[config.mk]
export PLATFORM = sky130hd
export DESIGN_NAME = bp_cfg_regs
export DESIGN_NICKNAME = d
export VERILOG_FILES = /design/src/common/bp_pkg.sv /design/src/predictor/bp_cfg_regs.sv
export VERILOG_INCLUDE_DIRS = /design/src /design/src/common
export SDC_FILE = /design/constraint.sdc
export NUM_CORES = 1
export LEC_CHECK = 0
export ABC_CLOCK_PERIOD_IN_PS = 2600
export BUFFER_PORTS_ARGS = -buffer_cell sky130_fd_sc_hd__buf_2
export CAP_MARGIN = 20
export CORE_AREA = 5 5 42 44
export CTS_CLUSTER_DIAMETER = 60
export CTS_CLUSTER_SIZE = 12
export DETAILED_ROUTE_END_ITERATION = 10
export DIE_AREA = 0 0 47 49
export MAX_ROUTING_LAYER = met4
export PLACE_DENSITY = 0.55
export SLEW_MARGIN = 30
export SYNTH_ARGS = -nofsm -noshare
export SYNTH_HDL_FRONTEND = slang
export SYNTH_SLANG_ARGS = --single-unit
[constraint.sdc]
create_clock -name clk_i -period 2.6 [get_ports clk_i]
set_input_delay 0.13 -clock clk_i [delete_from_list [all_inputs] [get_ports clk_i]]
set_output_delay 0.13 -clock clk_i [all_outputs]
set_load 0.01 [all_outputs]
[src/common/bp_params.svh]
// ====================
// Table sizes must be powers of two
// BP_GHR_W must equal log2 of BP_PHT_ENTRIES for the gshare XOR
// ====================

`ifndef BP_PARAMS_SVH
`define BP_PARAMS_SVH

// Instruction address width
`define BP_ADDR_W 32

// Direct-mapped BTB depth
`define BP_BTB_ENTRIES 64

// Bimodal, gshare and chooser depth
`define BP_PHT_ENTRIES 256

// Global history length
`define BP_GHR_W 8

`endif
[src/common/bp_pkg.sv]
// ====================
// Shared predictor types
// Counter encoding: 2 and 3 mean taken, chooser high half picks gshare
// ====================

`include "bp_params.svh"

package bp_pkg;

    // Instruction address
    typedef logic [`BP_ADDR_W-1:0] addr_t;

    // 2-bit saturating counter
    typedef logic [1:0] ctr2_t;

    // Weakly not-taken, also weakly bimodal for the chooser
    localparam ctr2_t CTR_INIT = 2'd1;

    // Direction source select
    // Value 3 falls back to tournament
    typedef enum logic [1:0] {
        BIMODAL    = 2'd0,
        GSHARE     = 2'd1,
        TOURNAMENT = 2'd2
    } bp_mode_e;

    // Config register map
    // CTRL holds mode in [1:0] and btb_en in [2]
    // FLUSH is write-only, bit 0 requests a flush
    typedef enum logic {
        CFG_CTRL  = 1'b0,
        CFG_FLUSH = 1'b1
    } cfg_addr_e;

endpackage : bp_pkg

[src/predictor/bp_cfg_regs.sv]
// ====================
// Four-phase req/ack, ack follows req by one cycle
// Master must wait for ack low before a new request
// ====================

`timescale 1ns/1ps

module bp_cfg_regs (
    input  logic               clk_i,
    input  logic               rst_ni,
    input  logic               cfg_req_i,
    input  logic               cfg_we_i,
    input  bp_pkg::cfg_addr_e  cfg_addr_i,
    input  logic [2:0]         cfg_wdata_i,
    output logic               cfg_ack_o,
    output logic [2:0]         cfg_rdata_o,
    output bp_pkg::bp_mode_e   mode_o,
    output logic               btb_en_o,
    output logic               flush_o
);

    import bp_pkg::*;

    logic       ack_q;
    logic [2:0] rdata_q;
    bp_mode_e   mode_q;
    logic       btb_en_q;
    logic       flush_q;

    // New request seen, ack still low
    logic       req_new;

    assign req_new = cfg_req_i && !ack_q;

    // ====================
    // Handshake and registers
    // ====================

    always_ff @(posedge clk_i or negedge rst_ni) begin
        if (!rst_ni) begin
            ack_q    <= 1'b0;
            rdata_q  <= '0;
            mode_q   <= TOURNAMENT;
            btb_en_q <= 1'b1;
            flush_q  <= 1'b0;
        end else begin
            // Rises after req, falls after req drops
            ack_q   <= cfg_req_i;
            // Pulse lasts only one cycle
            flush_q <= 1'b0;
            if (req_new) begin
                if (cfg_we_i) begin
                    if (cfg_addr_i == CFG_CTRL) begin
                        mode_q   <= bp_mode_e'(cfg_wdata_i[1:0]);
                        btb_en_q <= cfg_wdata_i[2];
                    end else begin
                        flush_q  <= cfg_wdata_i[0];
                    end
                end
                // Read data reflects the register after this access
                if (cfg_addr_i == CFG_CTRL) begin
                    rdata_q <= cfg_we_i ? cfg_wdata_i : {btb_en_q, mode_q};
                end else begin
                    // FLUSH reads as zero
                    rdata_q <= '0;
                end
            end
        end
    end

    // ====================
    // Outputs
    // ====================

    assign cfg_ack_o   = ack_q;
    assign cfg_rdata_o = rdata_q;
    assign mode_o      = mode_q;
    assign btb_en_o    = btb_en_q;
    assign flush_o     = flush_q;

endmodule : bp_cfg_regs

# Yosys cells after proc, flatten, opt, wreduce, memory -nomap -nowiden
# Cells that the tools add are included.
dict set report op_classes {
  n_mux 5
  n_bitwise 1
  reduce_logical 3
}
# cell count
set op_table {}
lappend op_table {{3-bit 2-to-1 mux} 2}
lappend op_table {{1-bit 2-to-1 mux} 3}
lappend op_table {{3-bit AND reduction} 1}
lappend op_table {{1-bit logical AND} 1}
lappend op_table {{1-bit zero test} 1}
lappend op_table {{1-bit inverter} 1}
dict set report totals {
  reg_bits 8
  in_bits 8
  output_inout_bits 8
  elab_cells 14
}

# Depth between registers and ports, before layout
dict set report depth {
  depth_word 3
  depth_mapped 3
  mapped_depth_nobuf 2
}

# Worst setup path before layout
# No wires, ideal clock.
dict set report synth_path {
  path_kind {reg-to-reg}
  from {register ack_q, in the netlist cfg_ack_o}
  to {register mode_q[0], in the netlist mode_o[0]}
  setup_ns 0.125
  t_arrival_ns 1.069
  required_time_ns 2.475
  path_slack_ns 1.406
  stages_incl_launch_ff 3
  n_path_buf 0
  period_less_slack_ns 1.194
  cell_sequence {dfrtp_1 > and4bb_4 > mux2_4}
}
dict set report synth_between {
  elab_chain_len 3
}
# item line
set synth_lines {}
lappend synth_lines {{start, declared} bp_cfg_regs.sv:24} ;# logic ack_q;
lappend synth_lines {{start signal, assigned} bp_cfg_regs.sv:48} ;# ack_q <= cfg_req_i;
lappend synth_lines {{1-bit zero test} bp_cfg_regs.sv:33} ;# assign req_new = cfg_req_i && !ack_q;
lappend synth_lines {{1-bit logical AND} bp_cfg_regs.sv:33}
lappend synth_lines {{3-bit AND reduction (no line)} -}
lappend synth_lines {{end signal, assigned} bp_cfg_regs.sv:54} ;# mode_q <= bp_mode_e'(cfg_wdata_i[1:0]);
lappend synth_lines {{end, declared} bp_cfg_regs.sv:26} ;# bp_mode_e mode_q;
# Every way passes these cells.
# A chain may end at the register's enable or synchronous reset.

# Worst setup path in the final report
# Same ends and word-level chain as after synthesis.

==> results.toml <==
[logic_synthesis]
syn_area_um2 = 359.1
synth_cells = 24
yosys_warnings = 0
ys_seq_area_frac = 0.5645
synth_compound_area_frac = 0.07317
synth-simple-area-share = 0.1115
synth-seq-cells = 8
synth-xor-area-share = 0
synth_mux_area_frac = 0.2091
synth_adder_area_share = 0
synth_cell_types = 12
syn_avg_cell_area_um2 = 14.96
synth_top_family_by_area = "multiplexers"
postSynthNetCount = 32

[die]
die_h_um = 49
pin_count = 16
die_area_um2 = 2303
start_util = 0.2562
coreArea_um2 = 1401
rows = 14
die_w_um = 47

[final_layout]
layout-drive-gt1-share = 0.5581
antennaDiodeCount = 0
stdcell_count = 59
fillers = 160
utilization = 0.3420
fin_area_um2 = 479.2
finalNetCount = 52
area_growth_syn_to_layout_pct = 33.45

[power]
p_int_mw = 0.2457
p_sw_frac = 0.2576
power_density_nw_per_um2 = 690.6
p_sw_mw = 0.08526
combPwrFrac = 0.211
p_leak_nw = 0.2420
sequentialPowerShare = 0.482
p_total_mw = 0.3309
ir_worst_vdd_uv = 198.5
clkPwrFrac = 0.306

[timing]
period_minus_slack_ns = 1.175
setup_ws_ns = 1.425
worst_pin_slew_ns = 0.1789
maxClockFrequency_ghz = 0.8510
maxSlewViolCount = 0
fin_tns_setup_ns = 0
fin_hold_ws_ns = 0.02134
finalHoldViolCount = 0
setup_violations = 0
skew_ns = 0.006997
slew_headroom = 0.8807
min_period_over_period = 0.4520
rsz0062_at_grt = "no"

[drt]
wirelength_um = 747
drc = 0
vias = 261
drtAntennaViolNets = 0
viasPerCell = 4.424
drt_iter0_markers = 1
routedWlPerCell_um = 12.66
firstDrtPassIters = 2

[placement]
place_congestion = 0.6794
place_ws_ns = 1.439
dpl_cell_area_um2 = 442.9
port-buffer-count = 15
dp_cells = 54
dp_hpwl_um = 608.4

[critical_path]
cp-end-kind = "flop"
worstPathMaxFanout = 4
required_ns = 2.74
timing.rr.start = "cfg_ack_o"
critical_path.startpoint = "cfg_ack_o"
critPathLaunchType = "flop"
crit_type = "flop to flop"
cp.arrival_ns = 1.31

[global_routing]
use_met1 = 0.06998
grt_start_max_net_pins = 9
grt.met2_usage = 0.1244
grt_usage = 0.07429
grt_pass1_wl_mm = 1.200
grt_use_met3 = 0.02583
grt_pass1_vias = 291
antenna_found_initial = 0
grt_busiest_layer = "met2"
grt_overflow_total = 0

[clock_tree]
cts_made_buffers = 3
root_buffer = "clkbuf_4"
clock_path_buffers = 2
cts_tree = "yes"
htree_levels = 1
cts.repair.resized = 0
path_clk_slew_ns = 0.06
cts.sinks = 8
clk_latency_ns = 0.25

[run]
drv_cap = 0

[min_path]
hp-class = "input port to flop"
min-delay-start = "cfg_req_i"

[status]
status = "completed"
## placed cells by master (no fill, tap or decap)
cell / netlist / layout
and4bb_4: 1 / 1
buf_2: 0 / 15
clkbuf_1: 0 / 1
clkbuf_4: 0 / 3
dfrtp_1: 6 / 6
dfstp_2: 2 / 2
dlygate4sd3_1: 0 / 1
inv_1: 1 / 1
mux2_4: 3 / 3
mux2i_1: 3 / 3
nand2_1: 1 / 1
nand2b_1: 1 / 1
nor3_1: 1 / 1
o2bb2ai_1: 3 / 3
or3b_1: 1 / 1
## registers in the layout, summed over array words and instances (netlist names)
register	flops
mode_o	2
cfg_ack_o	1
cfg_rdata_o	3
flush_o	1
btb_en_o	1
## cell families after synthesis
| group | count (synthesis) |
|---|---|
| multiplexers | 6 |
| buffers and inverters | 2 |
| AO/OA/AOI/OAI | 3 |
| flip-flops | 8 |
| AND/OR/NAND/NOR | 5 |
## what timing repair did
action                                 CTS  global route
endpoints found under the hold margin    8             0
buffers inserted                         0             0
hold buffers                             1             0
## metal layers
| layer | vias to the layer above | part of all wire |
|---|---|---|
| li1 | 126 | - |
| met1 | 131 | 0.36 |
| met2 | 4 | 0.58 |
| met3 | 0 | 0.055 |
| met4 | 0 | 0 |
| met5 | - | 0 |
## Yosys cell counts, drive strengths merged
cell type / n / area, µm²
dfrtp: 6 / 150.1
mux2: 3 / 45.04
mux2i: 3 / 30.03
o2bb2ai: 3 / 26.28
dfstp: 2 / 52.55
and4bb: 1 / 16.27
buf: 1 / 11.26
inv: 1 / 3.750
nand2: 1 / 3.750
nand2b: 1 / 6.260
nor3: 1 / 5.000
or3b: 1 / 8.760
## power by group through the flow
| stage | Combinational [mW] | Sequential [mW] | Clock (mW) |
|---|---|---|---|
| floorplan | 0.0320 | 0.169 | 0 |
| global placement | 0.0700 | 0.162 | 0 |
| detailed placement | 0.0704 | 0.162 | 0 |
| CTS | 0.0716 | 0.160 | 0.108 |
| global route | 0.0769 | 0.162 | 0.111 |
| finish | 0.0700 | 0.160 | 0.101 |
## critical path, cell delays in order, from the launching register on
cell and delay (ns):
dfrtp_1 0.39, and4bb_4 0.37, mux2_4 0.30
## worst paths after layout
check | cells after the start | slack, ns | end
worst min register to register | 1 | 0.49 | cfg_rdata_o[2]
worst max register to register | 2 | 1.42 | mode_o[0]
min in group asynchronous | 2 | 0.24 | cfg_rdata_o[0]
worst min-delay path | 1 | 0.02 | cfg_ack_o
max in group asynchronous | 2 | 2.12 | btb_en_o
worst max-delay path | 2 | 1.42 | mode_o[0]
## cell type report
type,instances,area (µm²),area share
Sequential cell,8,202.7,0.4230
Multi-Input combinational cell,14,141.4,0.2950
Timing Repair Buffer,16,85.08,0.1775
Clock buffer,4,26.28,0.05483
Tap cell,16,20.02,0.04178
Inverter,1,3.754,0.007833
Note: power is estimated with default switching activity, not from simulation.
