### config.mk
export PLATFORM = sky130hd
export DESIGN_NAME = bp_direction_flat
export DESIGN_NICKNAME = d
export VERILOG_FILES = /design/src/common/bp_pkg.sv /design/src/common/bp_update_if.sv /design/src/predictor/bp_direction.sv /design/src/flat_wrapper.sv
export VERILOG_INCLUDE_DIRS = /design/src /design/src/common
export SDC_FILE = /design/constraint.sdc
export NUM_CORES = 2
export LEC_CHECK = 0
export BUFFER_PORTS_ARGS = -buffer_cell sky130_fd_sc_hd__clkbuf_2
export CAP_MARGIN = 20
export CORE_MARGIN = 2
export CORE_UTILIZATION = 51
export DETAILED_ROUTE_END_ITERATION = 12
export PLACE_DENSITY_LB_ADDON = 0.15
export RECOVER_POWER = 25
export SETUP_SLACK_MARGIN = 0.3
export SLEW_MARGIN = 20
export SYNTH_ARGS = -nofsm -noshare
export SYNTH_HDL_FRONTEND = slang
export SYNTH_SLANG_ARGS = --single-unit
export TNS_END_PERCENT = 100
### constraint.sdc
create_clock -name clk_i -period 5.5 [get_ports clk_i]
set_input_delay 0 -clock clk_i [delete_from_list [all_inputs] [get_ports clk_i]]
set_output_delay 0 -clock clk_i [all_outputs]
set_load 0.005 [all_outputs]
### src/common/bp_params.svh
// ====================
// Table sizes must be powers of two
// BP_GHR_W must equal log2 of BP_PHT_ENTRIES for the gshare XOR
// ====================

`ifndef BP_PARAMS_SVH
`define BP_PARAMS_SVH

// Instruction address width
`define BP_ADDR_W 32

// Direct-mapped BTB depth
`define BP_BTB_ENTRIES 64

// Bimodal, gshare and chooser depth
`define BP_PHT_ENTRIES 256

// Global history length
`define BP_GHR_W 8

`endif
### src/common/bp_pkg.sv
// ====================
// Shared predictor types
// Counter encoding: 2 and 3 mean taken, chooser high half picks gshare
// ====================

`include "bp_params.svh"

package bp_pkg;

    // Instruction address
    typedef logic [`BP_ADDR_W-1:0] addr_t;

    // 2-bit saturating counter
    typedef logic [1:0] ctr2_t;

    // Weakly not-taken, also weakly bimodal for the chooser
    localparam ctr2_t CTR_INIT = 2'd1;

    // Direction source select
    // Value 3 falls back to tournament
    typedef enum logic [1:0] {
        BIMODAL    = 2'd0,
        GSHARE     = 2'd1,
        TOURNAMENT = 2'd2
    } bp_mode_e;

    // Config register map
    // CTRL holds mode in [1:0] and btb_en in [2]
    // FLUSH is write-only, bit 0 requests a flush
    typedef enum logic {
        CFG_CTRL  = 1'b0,
        CFG_FLUSH = 1'b1
    } cfg_addr_e;

endpackage : bp_pkg

### src/common/bp_update_if.sv
// ====================
// One resolved branch per cycle, no back-pressure
// Update counts only when valid and is_branch are both high
// ====================

`timescale 1ns/1ps

interface bp_update_if;

    import bp_pkg::*;

    // Update qualifiers
    logic  valid;
    logic  is_branch;
    logic  taken;

    // Branch pc and its resolved target
    addr_t pc;
    addr_t target;

    // Driven by the predictor top from execute
    modport source (
        output valid,
        output is_branch,
        output taken,
        output pc,
        output target
    );

    // Read by the BTB and the direction tables
    modport sink (
        input valid,
        input is_branch,
        input taken,
        input pc,
        input target
    );

endinterface : bp_update_if

### src/predictor/bp_direction.sv
// ====================
// Bimodal + gshare + chooser, history trained only by resolved branches
// All updates use table state from before the clock edge
// ====================

`timescale 1ns/1ps

`include "bp_params.svh"

module bp_direction (
    input  logic              clk_i,
    input  logic              rst_ni,
    input  bp_pkg::addr_t     pc_i,
    input  bp_pkg::bp_mode_e  mode_i,
    input  logic              flush_i,
    bp_update_if.sink         upd,
    output logic              taken_o
);

    import bp_pkg::*;

    localparam int IDX_W = $clog2(`BP_PHT_ENTRIES);

    // Saturating step toward the given direction
    function automatic ctr2_t ctr_step(ctr2_t c, logic up);
        ctr2_t n;
        n = c;
        if (up && (c != 2'd3)) begin
            n = c + 2'd1;
        end else if (!up && (c != 2'd0)) begin
            n = c - 2'd1;
        end
        return n;
    endfunction

    // ====================
    // Tables and history
    // ====================

    ctr2_t bim_q [`BP_PHT_ENTRIES];
    ctr2_t gsh_q [`BP_PHT_ENTRIES];
    // Chooser high half selects gshare
    ctr2_t cho_q [`BP_PHT_ENTRIES];

    // Newest outcome in bit 0
    logic [`BP_GHR_W-1:0] ghr_q;

    // Prediction side
    logic [IDX_W-1:0] rd_bim_idx;
    logic [IDX_W-1:0] rd_gsh_idx;
    ctr2_t            bim_ctr;
    ctr2_t            gsh_ctr;
    ctr2_t            cho_ctr;

    // Update side
    logic             upd_fire;
    logic [IDX_W-1:0] wr_bim_idx;
    logic [IDX_W-1:0] wr_gsh_idx;
    logic             bim_ok;
    logic             gsh_ok;

    // ====================
    // Lookup
    // ====================

    // Bimodal and chooser share an index
    assign rd_bim_idx = pc_i[IDX_W+1:2];
    assign rd_gsh_idx = pc_i[IDX_W+1:2] ^ ghr_q;

    assign bim_ctr = bim_q[rd_bim_idx];
    assign gsh_ctr = gsh_q[rd_gsh_idx];
    assign cho_ctr = cho_q[rd_bim_idx];

    // Direction by mode
    always_comb begin
        case (mode_i)
            BIMODAL: taken_o = bim_ctr[1];
            GSHARE:  taken_o = gsh_ctr[1];
            // Tournament, and the unused code 3
            default: taken_o = cho_ctr[1] ? gsh_ctr[1] : bim_ctr[1];
        endcase
    end

    // ====================
    // Training
    // ====================

    assign upd_fire   = upd.valid && upd.is_branch;
    assign wr_bim_idx = upd.pc[IDX_W+1:2];
    // History before this update's shift
    assign wr_gsh_idx = upd.pc[IDX_W+1:2] ^ ghr_q;

    // Was each table right for this branch
    assign bim_ok = (bim_q[wr_bim_idx][1] == upd.taken);
    assign gsh_ok = (gsh_q[wr_gsh_idx][1] == upd.taken);

    always_ff @(posedge clk_i or negedge rst_ni) begin
        if (!rst_ni) begin
            for (int i = 0; i < `BP_PHT_ENTRIES; i++) begin
                bim_q[i] <= CTR_INIT;
                gsh_q[i] <= CTR_INIT;
                cho_q[i] <= CTR_INIT;
            end
            ghr_q <= '0;
        end else if (flush_i) begin
            // Flush beats a same-cycle update
            for (int i = 0; i < `BP_PHT_ENTRIES; i++) begin
                bim_q[i] <= CTR_INIT;
                gsh_q[i] <= CTR_INIT;
                cho_q[i] <= CTR_INIT;
            end
            ghr_q <= '0;
        end else if (upd_fire) begin
            bim_q[wr_bim_idx] <= ctr_step(bim_q[wr_bim_idx], upd.taken);
            gsh_q[wr_gsh_idx] <= ctr_step(gsh_q[wr_gsh_idx], upd.taken);
            // Chooser moves only when the tables disagree in outcome
            if (gsh_ok && !bim_ok) begin
                cho_q[wr_bim_idx] <= ctr_step(cho_q[wr_bim_idx], 1'b1);
            end else if (bim_ok && !gsh_ok) begin
                cho_q[wr_bim_idx] <= ctr_step(cho_q[wr_bim_idx], 1'b0);
            end
            // Shift in resolved outcome
            ghr_q <= {ghr_q[`BP_GHR_W-2:0], upd.taken};
        end
    end

endmodule : bp_direction

### src/flat_wrapper.sv
// flat-port wrapper written by rule: the top's interface ports become plain ports
module bp_direction_flat import bp_pkg::*;
  (clk_i, rst_ni, pc_i, mode_i, flush_i, taken_o, upd_valid, upd_is_branch, upd_taken, upd_pc, upd_target);
  bp_update_if upd_i ();
  input  logic clk_i;
  input  logic rst_ni;
  input  bp_pkg::addr_t pc_i;
  input  bp_pkg::bp_mode_e mode_i;
  input  logic flush_i;
  output logic taken_o;
  input wire logic [$bits(upd_i.valid)-1:0] upd_valid;
  input wire logic [$bits(upd_i.is_branch)-1:0] upd_is_branch;
  input wire logic [$bits(upd_i.taken)-1:0] upd_taken;
  input wire logic [$bits(upd_i.pc)-1:0] upd_pc;
  input wire logic [$bits(upd_i.target)-1:0] upd_target;
  assign upd_i.valid = upd_valid;
  assign upd_i.is_branch = upd_is_branch;
  assign upd_i.taken = upd_taken;
  assign upd_i.pc = upd_pc;
  assign upd_i.target = upd_target;
  bp_direction u_core (.clk_i(clk_i), .rst_ni(rst_ni), .pc_i(pc_i), .mode_i(mode_i), .flush_i(flush_i), .upd(upd_i), .taken_o(taken_o));
endmodule
---- Word-level counts from Yosys, hierarchy flattened ----
Index checks and enable logic that the tools add are counted.
word-level totals
  register bits after elaboration ......... 1,544
  bits of input ports ..................... 104
  output and inout bits ................... 1
  logic and storage cells ................. 867
cells by class
  add/subtract/negate cells ............... 6
  $lt $le $gt $ge ......................... 6
  equal/unequal tests ..................... 6
  multiplexer cells ....................... 55
  bitwise logic cells ..................... 6
  reductions and logical operators ........ 19
operators by type and width
  cell                                                         count
  2-to-1 mux 512 bit                                           8
  bitwise mux 512 bit                                          4
  binary-select mux 2 bit (select 8 bit)                       6
  2-to-1 mux 2 bit                                             31
  greater-or-equal comparator 9 bit (second input constant)    4
  NOT 8 -> 9 bit                                               4
  demux 2 bit (select 8 bit)                                   2
  less-than comparator 9 x 1 -> 1 bit (second input constant)  2
  2-to-1 mux 8 bit                                             2
  bitwise XOR 8 bit                                            2
  logical AND 1 bit                                            9
  nonzero test 2 bit                                           4
  adder 2 x 1 -> 2 bit (second input constant)                 3
  inequality test 2 bit (second input constant)                3
  subtractor 2 x 1 -> 2 bit (second input constant)            3
  logical NOT 1 bit                                            3
  nonzero test 3 bit                                           1
  equality test 1 bit                                          2
  equality test 2 x 1 -> 1 bit (second input constant)         1
  logical NOT 2 bit                                            1
  one-hot mux 1 bit (2 select lines)                           1
  AND reduction 2 bit                                          1
  2-to-1 mux 1 bit                                             1

---- Logic depth before layout (Yosys ltp) ----
  depth after elaboration ................. 17
  gate-level depth with buffers ........... 24
  gate-level depth less buffers ........... 15

---- Worst setup path after synthesis ----
No wires, ideal clock.
  path kind ............................... input to register
  start ................................... input port upd_pc[2]
  end ..................................... register u_core.cho_q[155] (netlist bit)
  setup time .............................. 0.122 ns
  arrival time ............................ 5.197 ns
  data required time ...................... 5.378 ns
  slack ................................... 0.182 ns
  stages on the path ...................... 20
  buffers on the path ..................... 9
  cell sequence ........................... buf_6 > buf_6 > buf_6 > buf_6 > buf_2 > buf_2 > buf_1 > mux4_2 > mux4_2 > a22oi_1 > nand4_1 > nor4_1 > inv_1 > ha_1 > clkinv_1 > xnor3_1 > buf_2 > clkbuf_1 > a31oi_1 > o2bb2ai_1
on the way
  word-level cells in the longest chain between the ends .. 15
  elaborated cells between the ends (all ways) .. 44
  classes of those cells .................. add/sub (2); order compare (2); eq/ne (3); mux (26); bitwise (3); reduce/logical (8)
ends and longest elaborated chain
  element                                                                 RTL line                                                      text
  start, declared                                                         flat_wrapper.sv:14                                            input wire logic [$bits(upd_i.pc)-1:0] upd_pc;
  NOT 8 -> 9 bit (implied by the code)                                    bp_direction.sv:94, bp_direction.sv:118, bp_direction.sv:120
  binary-select mux 2 bit (select 8 bit)                                  bp_direction.sv:118, bp_direction.sv:120
  2-to-1 mux 2 bit (implied by the code) (2 in a row)                     bp_direction.sv:118, bp_direction.sv:120
  subtractor 2 x 1 -> 2 bit / nonzero test 2 bit (equally long branches)  bp_direction.sv:31, bp_direction.sv:30
  2-to-1 mux 2 bit                                                        bp_direction.sv:30                                            end else if (!up && (c != 2'd0)) begin
  2-to-1 mux 2 bit                                                        bp_direction.sv:119                                           end else if (bim_ok && !gsh_ok) begin
  2-to-1 mux 2 bit                                                        bp_direction.sv:117                                           if (gsh_ok && !bim_ok) begin
  2-to-1 mux 2 bit                                                        bp_direction.sv:113                                           end else if (upd_fire) begin
  2-to-1 mux 2 bit                                                        bp_direction.sv:105                                           end else if (flush_i) begin
  bitwise mux 512 bit                                                     bp_direction.sv:120                                           cho_q[wr_bim_idx] <= ctr_step(cho_q[wr_bim_idx], 1'b0);
  2-to-1 mux 512 bit                                                      bp_direction.sv:119
  2-to-1 mux 512 bit                                                      bp_direction.sv:117
  2-to-1 mux 512 bit                                                      bp_direction.sv:113
  2-to-1 mux 512 bit                                                      bp_direction.sv:105
  end signal, assigned by index                                           bp_direction.sv:118                                           cho_q[wr_bim_idx] <= ctr_step(cho_q[wr_bim_idx], 1'b1);
  end signal, assigned by index                                           bp_direction.sv:120
  end, declared                                                           bp_direction.sv:43                                            ctr2_t cho_q [`BP_PHT_ENTRIES];
Several ways; a longest one is shown, not always the timed one. The select of a mux whose other input is x is not followed.
A chain may end at the register's enable or synchronous reset.

---- Final worst setup path ----
  start ................................... register u_core.bim_q[481] (netlist bit)
  end ..................................... register u_core.cho_q[485] (netlist bit)
on the way
  word-level cells in the longest chain between the ends .. 9
  elaborated cells between the ends (all ways) .. 12
  classes of those cells .................. eq/ne (1); mux (6); reduce/logical (5)
ends and longest elaborated chain
  element                                                  RTL line             text
  start, declared                                          bp_direction.sv:40   ctr2_t bim_q [`BP_PHT_ENTRIES];
  start signal, assigned by index                          bp_direction.sv:114  bim_q[wr_bim_idx] <= ctr_step(bim_q[wr_bim_idx], upd.taken);
  binary-select mux 2 bit (select 8 bit) (*)               bp_direction.sv:94   assign bim_ok = (bim_q[wr_bim_idx][1] == upd.taken);
  2-to-1 mux 2 bit (implied by the code) (*) (2 in a row)  bp_direction.sv:94
  equality test 1 bit (*)                                  bp_direction.sv:94
  logical NOT 1 bit                                        bp_direction.sv:117
  logical AND 1 bit                                        bp_direction.sv:117
  2-to-1 mux 512 bit                                       bp_direction.sv:117
  2-to-1 mux 512 bit                                       bp_direction.sv:113
  2-to-1 mux 512 bit                                       bp_direction.sv:105
Mark *: on every way between the ends. The rest lies on a longest branch, timed or not. The select of a mux whose other input is x is not followed.

==> results.json <==
{
  "tightest_slew_ps": 3240,
  "synth_cell_types": 86,
  "die_area_um2": 176000,
  "synthFlopType": "dfrtp_1",
  "cts_tree": "built",
  "synth-seq-cells": 1544,
  "num_io_pins": 105,
  "routedWlPerCell_um": 33.2,
  "synthTopCellsByArea": "dfstp_2 23%, dfrtp_1 22%, mux4_2 17%",
  "period_share": 0.913,
  "hold_path_depth": 5,
  "antenna_found_initial": 18,
  "path_cells": "mux4_2, mux4_2, a22oi_1, nand4_1, nor4_1, inv_1, ha_1, clkinv_1, nand3_1, nor2_1, nand2_1, a31oi_1, a2111oi_0, nand3_1, o41ai_2",
  "dr_total_vias": 76100,
  "relSlewSlack": -1.16,
  "synth_compound_gate_area_share": 0.195,
  "violations": "max-capacitance violations, max-slew violations",
  "clock_path_buffers": 3,
  "routed_wl_mm": 341,
  "end_kind": "flop",
  "cts_inserted_buffers": 173,
  "reg2reg_slack_ps": 480,
  "final_cell_mix": "850 x nor2_1, 776 x dfrtp_1, 768 x dfstp_2",
  "yosysWarnings": 0,
  "ir_drop_mv": 0.309,
  "final_util": 0.569,
  "powerDensity_nw_per_um2": 284,
  "routed_via_density": 7.41,
  "critPathSlowestCell": "a2111oi_0",
  "drt_first_iter_violations": 12600,
  "synth_cells": 8168,
  "skew_ps": 48.3,
  "hpwl_mm": 207,
  "cp.required_ps": 6220,
  "max_stage_delay_ps": 640,
  "drive_gt1_frac": 0.292,
  "path_clk_slew_ps": 60,
  "min_period_ps": 5020,
  "hold_path_class": "input pin to flop",
  "final_common_cell": "nor2_1",
  "worstSetupPathType": "flop to flop",
  "worst_setup_path_start_kind": "flop",
  "gr-total-overflow": 0,
  "grt_pass1_vias": 71800,
  "syn_area_per_cell_um2": 10.8,
  "drc": 0,
  "synth_top_family_by_area": "compound AO/OA/AOI/OAI gates",
  "rsz0062_at_grt": "no",
  "cts_sinks": 1544,
  "dieHeight_um": 419,
  "report.final.setup_viol": 0,
  "grt.total_usage": 0.384,
  "leakage_nw": 35.5,
  "area_growth_syn_to_layout_pct": 11.1,
  "core_um2": 172000,
  "finalHoldViolations": 0,
  "setup_tns_ps": 0,
  "async_reset_ff_frac": 1.00,
  "drt_pass1_iterations": 7,
  "status": "complete, but fails checks",
  "synth-seq-area-share": 0.450,
  "syn_area_um2": 87900,
  "htree_num_levels": 4,
  "root_buffer": "clkbuf_16",
  "die_w_um": 419,
  "grt_pass1_wl_mm": 500,
  "crit_fanout": 10,
  "initial_utilization": 0.513,
  "nets": 7901,
  "synthMuxAreaShare": 0.181,
  "synth_fp_nets": 8277,
  "cap_violations": 13,
  "gp_congestion": 0.958,
  "drt.antenna.violating_nets": 0,
  "grt_max_degree": 228,
  "synth_top_area_share": 0.229,
  "placementRows": 152,
  "maxSlewViolCount": 934,
  "port_buffers": 24,
  "synth_edf_count": 0,
  "synthAdderAreaFrac": 0.000711,
  "crit_arrival_ps": 5750,
  "synth_simple_gate_area_frac": 0.116,
  "reg2regPathDepth": 15,
  "clock.fmax_mhz": 199,
  "synth_xor_area_frac": 0.00353,
  "clock_latency_ps": 850,
  "synth_area_leader_cell": "dfstp_2"
}
critical path: cells and delay by family (launching register included):
kind,cells,cell delay (ps)
multiplexers,2,1060
AO/OA/AOI/OAI,4,1260
AND/OR/NAND/NOR,6,1550
buffers and inverters,2,300
adder cells (fa/ha/maj),1,340
flip-flops,1,400
registers in the layout (all words and copies together) (netlist names):
| signal | cells |
|---|---|
| u_core.bim_q | 512 |
| u_core.cho_q | 512 |
| u_core.ghr_q | 8 |
| u_core.gsh_q | 512 |
layout make-up:
cell class	count	area (um^2)
Multi-Input combinational cell	5483	44200
Inverter	165	627
Antenna cell	13	32.5
Tap cell	2310	2890
Timing Repair Buffer	425	4230
Clock inverter	65	870
Clock buffer	262	5220
Fill cell	14500	73900
Sequential cell	1544	39600
per-layer routing:
| layer | track usage | wire (um) |
|---|---|---|
| met1 | 0.534 | 131000 |
| met2 | 0.527 | 143000 |
| met5 | 0 | 191 |
| met3 | 0.141 | 47400 |
| met4 | 0.194 | 20100 |
kinds of logic after synthesis:
logic type | count (synthesis)
adders and majority gates | 5
AOI/OAI and AO/OA | 2336
DFF | 1544
muxes | 754
and+or+nand+nor | 2360
buffers and inverters | 1141
xor gates and xnor gates | 28
through the flow:
| step | setup slack [ps] | instance area (um^2) | power, mW | instances | hold slack [ps] |
|---|---|---|---|---|---|
| floorplan | 357 | 87900 | 13.7 | 8168 | -296 |
| global placement | 118 | 91400 | 15.2 | 9916 | 124 |
| CTS | 481 | 97700 | 27.7 | 10300 | 28.7 |
| finish | 478 | 97700 | 27.7 | 10300 | 68.7 |
| global route | 270 | 97600 | 28.4 | 10300 | 60.5 |
| detailed placement | 116 | 91500 | 15.3 | 9919 | 127 |
path summary, 6_finish.rpt:
path                                               startpoint                             to
worst max-delay path            u_core.bim_q[481]$_DFFE_PN0P_  u_core.cho_q[485]$_DFFE_PN0P_
worst min-delay path                            upd_is_branch  u_core.bim_q[379]$_DFFE_PN0P_
worst max register to register  u_core.bim_q[481]$_DFFE_PN0P_  u_core.cho_q[485]$_DFFE_PN0P_
worst min register to register  u_core.bim_q[122]$_DFFE_PN1P_  u_core.bim_q[122]$_DFFE_PN1P_
max in group asynchronous                              rst_ni  u_core.gsh_q[455]$_DFFE_PN0P_
min in group asynchronous                              rst_ni  u_core.bim_q[464]$_DFFE_PN1P_
power by group:
part / internal (mW) / switching (mW) / total [mW]
Combinational: 0.937 / 2.62 / 3.56
Clock: 7.33 / 5.16 / 12.5
Sequential: 11.6 / 0.0665 / 11.6
synth_stat cells (60+ instances only):
cell type	n
a311oi_1	130
clkbuf_1	705
nor3_1	260
o2bb2ai_1	84
mux4_2	666
buf_2	155
o21ai_0	465
nand3_1	367
inv_1	163
a21oi_1	203
o41ai_1	104
buf_1	69
dfstp_2	768
a32oi_1	60
a221o_1	78
nand2_1	649
mux2i_1	79
nor2_1	911
dfrtp_1	776
o311ai_0	118
o211ai_1	67
a31oi_1	288
a211oi_1	93
nor4_1	86
a22oi_1	349
repair_timing:
| item | 4_1_cts | 5_1_grt |
|---|---|---|
| hold endpoints to repair | 400 | 0 |
| gates resized for setup | 0 | 4 |
| hold buffers | 5 | 0 |
| setup buffers | 3 | 0 |
| pin swaps | 1 | 0 |
| gates cloned | 0 | 0 |
| setup endpoints to repair | 1 | 83 |
(Power assumes the default switching activity.)
